## src/design/gamePkg.sv

```systemverilog
// Game package
// Button and index types, round limits, the fixed sequence table,
// the control state encoding and the control/status bundles
package gamePkg;

    typedef logic [3:0] buttonsT;
    typedef logic [3:0] indexT;

    localparam int shortRounds = 4;
    localparam int longRounds  = 16;

    // One-hot LED per entry, shown in order
    localparam buttonsT sequenceTable [16] = '{
        4'b0001, 4'b0010, 4'b0100, 4'b1000,
        4'b0100, 4'b0010, 4'b0001, 4'b0001,
        4'b0010, 4'b0010, 4'b0100, 4'b0100,
        4'b1000, 4'b1000, 4'b0001, 4'b0100
    };

    // Codes appear on the state display
    typedef enum logic [3:0] {
        idle      = 4'h0,
        prepare   = 4'h1,
        showLed   = 4'h2,
        showGap   = 4'h3,
        nextShow  = 4'h4,
        waitPlay  = 4'h5,
        checkPlay = 4'h6,
        nextPlay  = 4'h7,
        nextRound = 4'h8,
        won       = 4'h9,
        lost      = 4'hA
    } stateT;

    typedef struct packed {
        logic clearAddr;
        logic countAddr;
        logic clearRound;
        logic countRound;
        logic clearTimer;
        logic countTimer;
        logic registerLevels;
        logic registerPlay;
        logic showLed;
    } ctrlT;

    typedef struct packed {
        logic playMade;
        logic playCorrect;
        logic addrEqualsRound;
        logic lastRound;
        logic ledDone;
        logic gapDone;
        logic timeout;
    } statusT;

endpackage

```

## src/design/displayPkg.sv

```systemverilog
// Display package
// Seven-segment vector and the value nibble fed to the decoders
package displayPkg;

    // Segments g..a, active low
    typedef logic [6:0] segmentsT;

    // Hex digit to show
    typedef logic [3:0] nibbleT;

endpackage

```

## src/design/hex7seg.sv

```systemverilog
// Hexadecimal to seven-segment decoder with active-low outputs
`timescale 1ns/1ns

module hex7seg (
    input  displayPkg::nibbleT   hexa,
    output displayPkg::segmentsT display
);

    always_comb begin
        case (hexa)
            4'h0:    display = 7'b1000000;
            4'h1:    display = 7'b1111001;
            4'h2:    display = 7'b0100100;
            4'h3:    display = 7'b0110000;
            4'h4:    display = 7'b0011001;
            4'h5:    display = 7'b0010010;
            4'h6:    display = 7'b0000010;
            4'h7:    display = 7'b1111000;
            4'h8:    display = 7'b0000000;
            4'h9:    display = 7'b0010000;
            4'hA:    display = 7'b0001000;
            4'hB:    display = 7'b0000011;
            4'hC:    display = 7'b1000110;
            4'hD:    display = 7'b0100001;
            4'hE:    display = 7'b0000110;
            4'hF:    display = 7'b0001110;
            // Blank on unknown input
            default: display = 7'b1111111;
        endcase
    end

endmodule

```

## src/design/gameDatapath.sv

```systemverilog
// Game datapath
// Address, round and timer counters, synchronous sequence ROM,
// level and play registers, play comparator, LED and buzzer drive
`timescale 1ns/1ns

module gameDatapath #(
    parameter int ledCycles     = 3,
    parameter int gapCycles     = 2,
    parameter int timeoutCycles = 40
) (
    input  logic               clock,
    input  logic               arstN,
    input  gamePkg::buttonsT   botoes,
    input  logic               nivelJogadas,
    input  logic               nivelTempo,
    input  gamePkg::ctrlT      ctrl,
    output gamePkg::statusT    status,
    output gamePkg::buttonsT   leds,
    output logic               pulsoBuzzer,
    output logic               levelJogadas,
    output logic               levelTempo,
    output displayPkg::nibbleT dbContagem,
    output displayPkg::nibbleT dbMemoria,
    output displayPkg::nibbleT dbJogada,
    output displayPkg::nibbleT dbRodada
);

    // One gap plus one LED period per shown entry
    localparam int showCycles = gapCycles + ledCycles;
    localparam int timerMax   = (timeoutCycles > showCycles) ? timeoutCycles : showCycles;
    localparam int timerWidth = $clog2(timerMax + 1);

    gamePkg::indexT        addr;
    gamePkg::indexT        round;
    gamePkg::indexT        roundLimit;
    logic [timerWidth-1:0] timer;
    logic [timerWidth-1:0] timeoutLimit;
    gamePkg::buttonsT      memWord;
    gamePkg::buttonsT      playReg;
    gamePkg::buttonsT      lastButtons;

    // Clear wins over count in every counter
    always_ff @(posedge clock or negedge arstN) begin
        if (!arstN) begin
            addr         <= '0;
            round        <= '0;
            timer        <= '0;
            levelJogadas <= 1'b0;
            levelTempo   <= 1'b0;
            playReg      <= '0;
            lastButtons  <= '0;
        end else begin
            if (ctrl.clearAddr) begin
                addr <= '0;
            end else if (ctrl.countAddr) begin
                addr <= addr + 1'b1;
            end

            if (ctrl.clearRound) begin
                round <= '0;
            end else if (ctrl.countRound) begin
                round <= round + 1'b1;
            end

            if (ctrl.clearTimer) begin
                timer <= '0;
            end else if (ctrl.countTimer) begin
                timer <= timer + 1'b1;
            end

            if (ctrl.registerLevels) begin
                levelJogadas <= nivelJogadas;
                levelTempo   <= nivelTempo;
            end

            if (ctrl.registerPlay) begin
                playReg <= botoes;
            end

            // Previous buttons for press edge
            lastButtons <= botoes;
        end
    end

    // Sequence ROM with one cycle read latency
    always_ff @(posedge clock) begin
        memWord <= gamePkg::sequenceTable[addr];
    end

    assign roundLimit   = levelJogadas ? gamePkg::indexT'(gamePkg::longRounds - 1)
                                       : gamePkg::indexT'(gamePkg::shortRounds - 1);
    assign timeoutLimit = levelTempo ? timerWidth'(timeoutCycles / 2)
                                     : timerWidth'(timeoutCycles);

    // Condition flags for the control unit
    assign status.playMade        = (botoes != '0) && (lastButtons == '0);
    assign status.playCorrect     = playReg == memWord;
    assign status.addrEqualsRound = addr == round;
    assign status.lastRound       = round == roundLimit;
    assign status.gapDone         = timer == timerWidth'(gapCycles - 1);
    assign status.ledDone         = timer == timerWidth'(showCycles - 1);
    assign status.timeout         = timer >= timeoutLimit;

    assign leds        = ctrl.showLed ? memWord : '0;
    assign pulsoBuzzer = ctrl.showLed || (botoes != '0);

    // Debug digits
    assign dbContagem = addr;
    assign dbMemoria  = memWord;
    assign dbJogada   = playReg;
    assign dbRodada   = round;

endmodule

```

## src/design/gameControl.sv

```systemverilog
// Game control unit
// Moore state machine driving the datapath strobes and game outputs
`timescale 1ns/1ns

module gameControl (
    input  logic               clock,
    input  logic               arstN,
    input  logic               iniciar,
    input  gamePkg::statusT    status,
    output gamePkg::ctrlT      ctrl,
    output logic               ganhou,
    output logic               perdeu,
    output logic               pronto,
    output logic               vezJogador,
    output logic               dbTimeout,
    output displayPkg::nibbleT dbEstado
);

    gamePkg::stateT state;
    gamePkg::stateT nextState;
    logic           timedOut;

    always_ff @(posedge clock or negedge arstN) begin
        if (!arstN) begin
            state    <= gamePkg::idle;
            timedOut <= 1'b0;
        end else begin
            state <= nextState;
            // Remember why the wait for a press ended
            if (state == gamePkg::waitPlay) begin
                timedOut <= status.timeout && !status.playMade;
            end
        end
    end

    always_comb begin
        nextState = state;
        case (state)
            gamePkg::idle:      if (iniciar) nextState = gamePkg::prepare;
            gamePkg::prepare:   nextState = gamePkg::showGap;
            gamePkg::showGap:   if (status.gapDone) nextState = gamePkg::showLed;
            gamePkg::showLed: begin
                if (status.ledDone) begin
                    nextState = status.addrEqualsRound ? gamePkg::nextPlay
                                                       : gamePkg::nextShow;
                end
            end
            gamePkg::nextShow:  nextState = gamePkg::showGap;
            gamePkg::nextPlay:  nextState = gamePkg::waitPlay;
            gamePkg::waitPlay: begin
                // A press in the same cycle as the timeout still counts
                if (status.playMade) begin
                    nextState = gamePkg::checkPlay;
                end else if (status.timeout) begin
                    nextState = gamePkg::lost;
                end
            end
            gamePkg::checkPlay: begin
                if (!status.playCorrect) begin
                    nextState = gamePkg::lost;
                end else if (status.addrEqualsRound) begin
                    nextState = status.lastRound ? gamePkg::won : gamePkg::nextRound;
                end else begin
                    nextState = gamePkg::waitPlay;
                end
            end
            gamePkg::nextRound: nextState = gamePkg::showGap;
            gamePkg::won,
            gamePkg::lost:      if (iniciar) nextState = gamePkg::prepare;
            default:            nextState = gamePkg::idle;
        endcase
    end

    // Strobes decoded from the state only
    always_comb begin
        ctrl = '0;
        case (state)
            gamePkg::prepare: begin
                ctrl.clearAddr      = 1'b1;
                ctrl.clearRound     = 1'b1;
                ctrl.clearTimer     = 1'b1;
                ctrl.registerLevels = 1'b1;
            end
            gamePkg::showGap:  ctrl.countTimer = 1'b1;
            gamePkg::showLed: begin
                ctrl.countTimer = 1'b1;
                ctrl.showLed    = 1'b1;
            end
            // Step the address and restart the entry timer
            gamePkg::nextShow,
            gamePkg::checkPlay: begin
                ctrl.countAddr  = 1'b1;
                ctrl.clearTimer = 1'b1;
            end
            gamePkg::nextPlay: begin
                ctrl.clearAddr  = 1'b1;
                ctrl.clearTimer = 1'b1;
            end
            gamePkg::waitPlay: begin
                ctrl.countTimer   = 1'b1;
                ctrl.registerPlay = 1'b1;
            end
            gamePkg::nextRound: begin
                ctrl.countRound = 1'b1;
                ctrl.clearAddr  = 1'b1;
                ctrl.clearTimer = 1'b1;
            end
            default: ctrl = '0;
        endcase
    end

    assign vezJogador = state == gamePkg::waitPlay;
    assign ganhou     = state == gamePkg::won;
    assign perdeu     = state == gamePkg::lost;
    assign pronto     = ganhou || perdeu;
    assign dbTimeout  = perdeu && timedOut;
    assign dbEstado   = displayPkg::nibbleT'(state);

endmodule

```

## src/design/memoryGame.sv

```systemverilog
// Memory game top level
// Datapath, control unit and the five debug hex displays
`timescale 1ns/1ns

module memoryGame #(
    parameter int ledCycles     = 3,
    parameter int gapCycles     = 2,
    parameter int timeoutCycles = 40
) (
    input  logic                 clock,
    input  logic                 arstN,
    input  logic                 iniciar,
    input  gamePkg::buttonsT     botoes,
    input  logic                 nivelJogadas,
    input  logic                 nivelTempo,
    output logic                 ganhou,
    output logic                 perdeu,
    output logic                 pronto,
    output logic                 vezJogador,
    output gamePkg::buttonsT     leds,
    output logic                 pulsoBuzzer,
    output displayPkg::segmentsT dbRodada,
    output displayPkg::segmentsT dbContagem,
    output displayPkg::segmentsT dbMemoria,
    output displayPkg::segmentsT dbJogada,
    output displayPkg::segmentsT dbEstado,
    output logic                 dbTimeout
);

    gamePkg::ctrlT      ctrl;
    gamePkg::statusT    status;
    // Values behind the displays
    displayPkg::nibbleT rodadaHex;
    displayPkg::nibbleT contagemHex;
    displayPkg::nibbleT memoriaHex;
    displayPkg::nibbleT jogadaHex;
    displayPkg::nibbleT estadoHex;

    gameDatapath #(
        .ledCycles     ( ledCycles     ),
        .gapCycles     ( gapCycles     ),
        .timeoutCycles ( timeoutCycles )
    ) datapath_i (
        .clock        ( clock        ),
        .arstN        ( arstN        ),
        .botoes       ( botoes       ),
        .nivelJogadas ( nivelJogadas ),
        .nivelTempo   ( nivelTempo   ),
        .ctrl         ( ctrl         ),
        .status       ( status       ),
        .leds         ( leds         ),
        .pulsoBuzzer  ( pulsoBuzzer  ),
        .levelJogadas (              ),
        .levelTempo   (              ),
        .dbContagem   ( contagemHex  ),
        .dbMemoria    ( memoriaHex   ),
        .dbJogada     ( jogadaHex    ),
        .dbRodada     ( rodadaHex    )
    );

    gameControl control_i (
        .clock      ( clock      ),
        .arstN      ( arstN      ),
        .iniciar    ( iniciar    ),
        .status     ( status     ),
        .ctrl       ( ctrl       ),
        .ganhou     ( ganhou     ),
        .perdeu     ( perdeu     ),
        .pronto     ( pronto     ),
        .vezJogador ( vezJogador ),
        .dbTimeout  ( dbTimeout  ),
        .dbEstado   ( estadoHex  )
    );

    hex7seg rodadaDisplay_i   ( .hexa ( rodadaHex   ), .display ( dbRodada   ) );
    hex7seg contagemDisplay_i ( .hexa ( contagemHex ), .display ( dbContagem ) );
    hex7seg memoriaDisplay_i  ( .hexa ( memoriaHex  ), .display ( dbMemoria  ) );
    hex7seg jogadaDisplay_i   ( .hexa ( jogadaHex   ), .display ( dbJogada   ) );
    hex7seg estadoDisplay_i   ( .hexa ( estadoHex   ), .display ( dbEstado   ) );

endmodule

```

## config.mk

```make
export PLATFORM = sky130hd
export DESIGN_NAME = memoryGame
export DESIGN_NICKNAME = d
export VERILOG_FILES = /design/src/design/gamePkg.sv /design/src/design/displayPkg.sv /design/src/design/hex7seg.sv /design/src/design/gameDatapath.sv /design/src/design/gameControl.sv /design/src/design/memoryGame.sv
export SDC_FILE = /design/constraint.sdc
export NUM_CORES = 1
export LEC_CHECK = 0
export ABC_AREA = 1
export BUFFER_PORTS_ARGS = -buffer_cell sky130_fd_sc_hd__buf_2
export CAP_MARGIN = 20
export CORE_MARGIN = 4
export CORE_UTILIZATION = 50
export DETAILED_ROUTE_END_ITERATION = 10
export PLACE_DENSITY_LB_ADDON = 0.1
export SLEW_MARGIN = 20
export SYNTH_ARGS = -nofsm -noshare
export SYNTH_HDL_FRONTEND = slang
export SYNTH_SLANG_ARGS = --single-unit
```

## constraint.sdc

```tcl
create_clock -name clock -period 1.5 [get_ports clock]
set_input_delay 0.225 -clock clock [delete_from_list [all_inputs] [get_ports clock]]
set_output_delay 0.225 -clock clock [all_outputs]
set_load 0.02 [all_outputs]
```

# Yosys cells after proc, flatten, opt, wreduce, memory -nomap -nowiden
# Memory sizes are Yosys's and may differ from the RTL's. A register that Yosys moved wholly into a read port is not among the register bits.
# Cells that the tools add are included.
[totals] ff_bits=29 romBits=624 in_bits=9 output_inout_bits=45 mem_count=6
[mem_list] name="(no name shown)" words=16 width=7 rd=1 rd_clocked_by_memory_dff=0 wr=0 line="hex7seg.sv:10" text="case (hexa)"
[mem_list] name="(no name shown)" words=16 width=7 rd=1 rd_clocked_by_memory_dff=0 wr=0 line="hex7seg.sv:10"
[mem_list] name="(no name shown)" words=16 width=7 rd=1 rd_clocked_by_memory_dff=0 wr=0 line="hex7seg.sv:10"
[mem_list] name="(no name shown)" words=16 width=7 rd=1 rd_clocked_by_memory_dff=0 wr=0 line="hex7seg.sv:10"
[mem_list] name="(no name shown)" words=16 width=7 rd=1 rd_clocked_by_memory_dff=0 wr=0 line="hex7seg.sv:10"
[mem_list] name="(no name shown)" words=16 width=4 rd=1 rd_clocked_by_memory_dff=1 wr=0 line="gameDatapath.sv:87" text="memWord <= gamePkg::sequenceTable[addr];"
[classes] add_sub_neg=3 order_cmp=1 n_eq_ne=19 mux=27 bitwise_logic=1 reduce_logical=19
[ops] op="$mux W4" n=13
[ops] op="$pmux W4 S7" n=1
[ops] op="$mux W6" n=3
[ops] op="$eq A4 B3 Y1 const B" n=4
[ops] op="$eq A4 B4 Y1" n=3
[ops] op="$eq A4 B4 Y1 const B" n=3
[ops] op="$reduce_or A3 Y1" n=4
[ops] op="$mux W1" n=9
[ops] op="$add A4 B1 Y4 const B" n=2
[ops] op="$eq A4 B2 Y1 const B" n=2
[ops] op="$logic_not A4 Y1" n=2
[ops] op="$add A6 B1 Y6 const B" n=1
[ops] op="$eq A6 B1 Y1 const B" n=1
[ops] op="$eq A6 B3 Y1 const B" n=1
[ops] op="$ge A6 B6 Y1" n=1
[ops] op="$ne A2 B1 Y1 const B" n=3
[ops] op="$reduce_bool A2 Y1" n=3
[ops] op="$not A4 Y5" n=1
[ops] op="$reduce_or A5 Y1" n=1
[ops] op="$eq A4 B1 Y1 const B" n=1
[ops] op="$reduce_and A4 Y1" n=1
[ops] op="$reduce_bool A4 Y1" n=1
[ops] op="$logic_and A1 B1 Y1" n=3
[ops] op="$ne A3 B1 Y1 const B" n=1
[ops] op="other kinds (4)" n=5

# Logic depth before layout (Yosys ltp)
[depth] ltp_word=6 mapped_depth=12 depth_no_buf=11

# By module
# Synthesis repeated with hierarchy kept, for this count alone.
[unflattened] cells_unflattened=528 area_unflattened_um2=3463.3
[by_module_without_submodules] module="gameDatapath" n_inst=1 cells_each=182 area_per_inst_um2=1521.5 seq_area_each_um2=680.7
[by_module_without_submodules] module="hex7seg" n_inst=5 cells_each=49 area_per_inst_um2=274.0 seq_area_each_um2=0.0
[by_module_without_submodules] module="gameControl" n_inst=1 cells_each=101 area_per_inst_um2=571.8 seq_area_each_um2=125.1

# Worst setup path before layout
# No wires, ideal clock.
[synth_timing] path_type="register to output" start="register datapath_i.playReg[1] (netlist: datapath_i.dbJogada[1])" end="output port dbJogada[0]" arrival_ns=1.411 path_slack_ns=-0.136 stages_incl_launch_ff=7 path_cell_list="dfrtp_1 -> inv_1 -> ha_1 -> inv_1 -> nor2_1 -> a21oi_1 -> o21ai_0"
[synth_via] elab_chain_cells=1
[synth_lines] element="from (decl)" line="gameDatapath.sv:39" text="gamePkg::buttonsT playReg;"
[synth_lines] element="from (signal assigned)" line="gameDatapath.sv:77" text="playReg <= botoes;"
[synth_lines] element="$mem_v2 Z16 W7"
[synth_lines] element="to (decl)" line="memoryGame.sv:25" text="output displayPkg::segmentsT dbJogada,"
# Every way passes these cells.

# Final worst setup path
[layout_timing] start="register datapath_i.addr[0] (netlist: datapath_i.dbContagem[0])" end="output port dbContagem[3]"
[layout_via] elab_chain_cells=1
[layout_lines] element="from (decl)" line="gameDatapath.sv:33" text="gamePkg::indexT addr;"
[layout_lines] element="from (signal assigned)" line="gameDatapath.sv:56" text="addr <= addr + 1'b1;"
[layout_lines] element="$mem_v2 Z16 W7"
[layout_lines] element="to (decl)" line="memoryGame.sv:23" text="output displayPkg::segmentsT dbContagem,"
# Every way passes these cells.

==> metrics.cfg <==
[timing]
rsz0062_at_grt = yes
fin_setup_tns_ns = -15.12
slew_headroom_pct = 61.92
whs_ns = 0.06484
clock_skew_ns = 0.01137
hold_violations = 0
layout_min_cycle_time_ns = 1.915
finalSetupViolations = 68
period_share_pct = 127.7
setup_slack_ns = -0.4149
tightest_slew_ns = 0.5668
slew_violations = 0
max_freq_mhz = 522.2

[die]
die_w_um = 85.69
coreArea_um2 = 5886
num_rows = 28
dieArea_um2 = 7343
start_util_pct = 51.28
die_h_um = 85.69
ioPinCount = 54

[cts]
cts_buffers = 5
clk_path_buf_depth = 2
clock-sinks = 33
htreeDepth = 2
clock_latency_ns = 0.30
cts_root_buf = clkbuf_8
clkSlewWorstSetupHoldPaths_ns = 0.07
cts_tree = done

[power_and_ir_drop]
ir_worst_vdd_v = 0.001793
power_density_nw_per_um2 = 2386
leakage_nw = 2.646

[synthesis]
avgSynthCellArea_um2 = 6.859
ys_ff_latch = 33
seq_area_frac_synth_pct = 26.70
synth_most_common_cell = nand2_1
synth_fp_nets = 485
synth.distinct_cells = 43
synth_area_leader_cell = dfrtp_1
synthFlopType = dfrtp_1
syn_area_um2 = 3018
synth_common_cells = nand2_1, inv_1, nor2_1, ha_1, o21ai_0
yosysTopAreaCellShare_pct = 24.05
synth_edf_count = 0
synth_warnings = 0
synth_cells = 440
async_flop_share_pct = 87.88
synth_area_leaders = dfrtp_1, ha_1, nand2_1

[placement]
detailed_place_hpwl_mm = 6.249
port_buffers = 53
pre_cts_ws_ns = -0.1718
gp_congestion = 0.9393

[grt]
grt-busiest-layer = met2
grt_overflow_total = 0
grt_pass1_wl_mm = 17.06
grt_use_total_pct = 28.46
antenna_found_initial = 0
met2_usage_pct = 53.67
first_global_vias = 3595
grtUsageMet1_pct = 32.32
use_met3_pct = 4.899
grt_start_max_net_pins = 30

[worst_setup_path]
critPathSlowestCell = dfrtp_2
worstPathArrival_ns = 1.69
cp_max_fo = 6
worst_setup_path_start_kind = flip-flop
cp-end-kind = primary output
crit_path_cell_trace = inv_6 -> ha_4 -> inv_2 -> nor2_4 -> o21ai_1 -> o211ai_1 -> buf_4
slowest_delay_ns = 0.46
worstSetupPathType = reg2out
crit_required_ns = 1.27

[drt]
drt-initial-drc-count = 365
firstDrtPassIters = 7
wl_mm = 15.10
num_vias = 4240
drc_errors = 0
wl_per_cell_um = 22.43
ant_nets = 0
viasPerCell = 6.300

[finish]
syn_to_final_growth_pct = 85.32
fill_cells = 151
n_antenna_cell = 0
nets = 642
drive_gt1_share_pct = 61.71

[min_path]
hp-class = in2reg

[run_status]
status = finished, violations left
violations = negative setup slack

[flow_run]
cap_violations = 0

routing by layer:
layer | routed length [um] | up-vias
li1 | - | 1751
met1 | 5312 | 1995
met2 | 7417 | 359
met3 | 1318 | 135
met4 | 1049 | 0
met5 | 0 | -
placed cells by master, fill, tap and decap left out, drive strengths merged:
cell type and instances:
buf 159, nand2 120, inv 59, nor2 46, o21ai 37, ha 36
dfrtp 29, nand3 29, a21oi 28, nor3 8, clkbuf 7, o211ai 5
nand4 5, o22ai 4, dfxtp 4, o221ai 3, clkinvlp 2, a32o 2
o2111ai 2, o21bai 2, clkinv 2, o31ai 1, a21o 1, a31oi 1
or2 1, and3 1, and2 1, nand3b 1, xor2 1, dlygate4sd3 1
through the flow:
stage / cells / cell area [um^2] / utilization (%) / power (mW)
after floorplan: 440 / 3022 / - / 5.363
after global placement: 627 / 3874 / 65.82 / 7.582
after detailed placement: 627 / 3874 / 65.82 / 7.703
after CTS: 662 / 4928 / 83.74 / 10.69
after global routing: 673 / 5593 / 95.03 / 13.78
final: 673 / 5593 / 95.03 / 13.34
power by group:
part	internal, mW	switching, mW	leakage, nW
Sequential	1.20	0.506	0.390
Combinational	4.62	6.23	2.20
Clock	0.416	0.369	0.0542
Total	6.24	7.10	2.65
flip-flops by register name, summed over array words and instances, names as in the netlist:
name / cells
datapath_i.dbMemoria: 4
datapath_i.levelJogadas: 1
control_i.dbEstado: 4
datapath_i.dbRodada: 4
datapath_i.levelTempo: 1
datapath_i.dbContagem: 4
datapath_i.timer: 6
datapath_i.lastButtons: 4
datapath_i.dbJogada: 4
control_i.timedOut: 1
worst max-delay path: cells and delay by family (launching register included):
| kind | cells | cell delay, ns |
|---|---|---|
| buf+inv | 3 | 0.35 |
| flops | 1 | 0.46 |
| fa+ha+maj | 1 | 0.17 |
| simple gates | 1 | 0.04 |
| compound gates | 2 | 0.36 |
cells by family (layout without fill, tap and decap cells):
logic type,after synthesis,in the layout,synth area share (%)
AND/OR/NAND/NOR,212,212,32.34
adder cells (fa/ha/maj),36,36,14.93
XOR/XNOR,1,1,0.2903
AO/OA/AOI/OAI,86,86,16.29
buffers and inverters,72,230,9.453
flip-flops,33,33,26.70
repair_timing:
item | CTS | global route
hold endpoints to repair | 29 | 0
hold buffers | 1 | 0
resized for setup | 226 | 150
setup buffers | 26 | 16
pin swaps | 47 | 45
setup endpoints to repair | 59 | 70
final timing paths:
kind	start	endpoint	slack [ns]	cells past startpoint
max	datapath_i.dbContagem[0]	dbContagem[3]	-0.41	7
min	botoes[1]	datapath_i.lastButtons[1]	0.06	1
max reg2reg	datapath_i.levelTempo	control_i.dbEstado[3]	-0.41	9
min reg2reg	datapath_i.levelJogadas	datapath_i.levelJogadas	0.53	2
max in group asynchronous	arstN	datapath_i.dbRodada[0]	0.69	3
min in group asynchronous	arstN	datapath_i.dbJogada[0]	0.48	3
area by class of cell:
cell class	instances	area (um^2)	share of cell area [%]
Multi-Input combinational cell	335	2864	51.21
Timing Repair Buffer	160	1430	25.57
Sequential cell	33	823.3	14.72
Inverter	62	280.3	5.011
Clock buffer	7	96.34	1.723
Tap cell	75	93.84	1.678
Clock inverter	1	5.005	0.08949
Note: power is estimated with default switching activity, not from simulation.
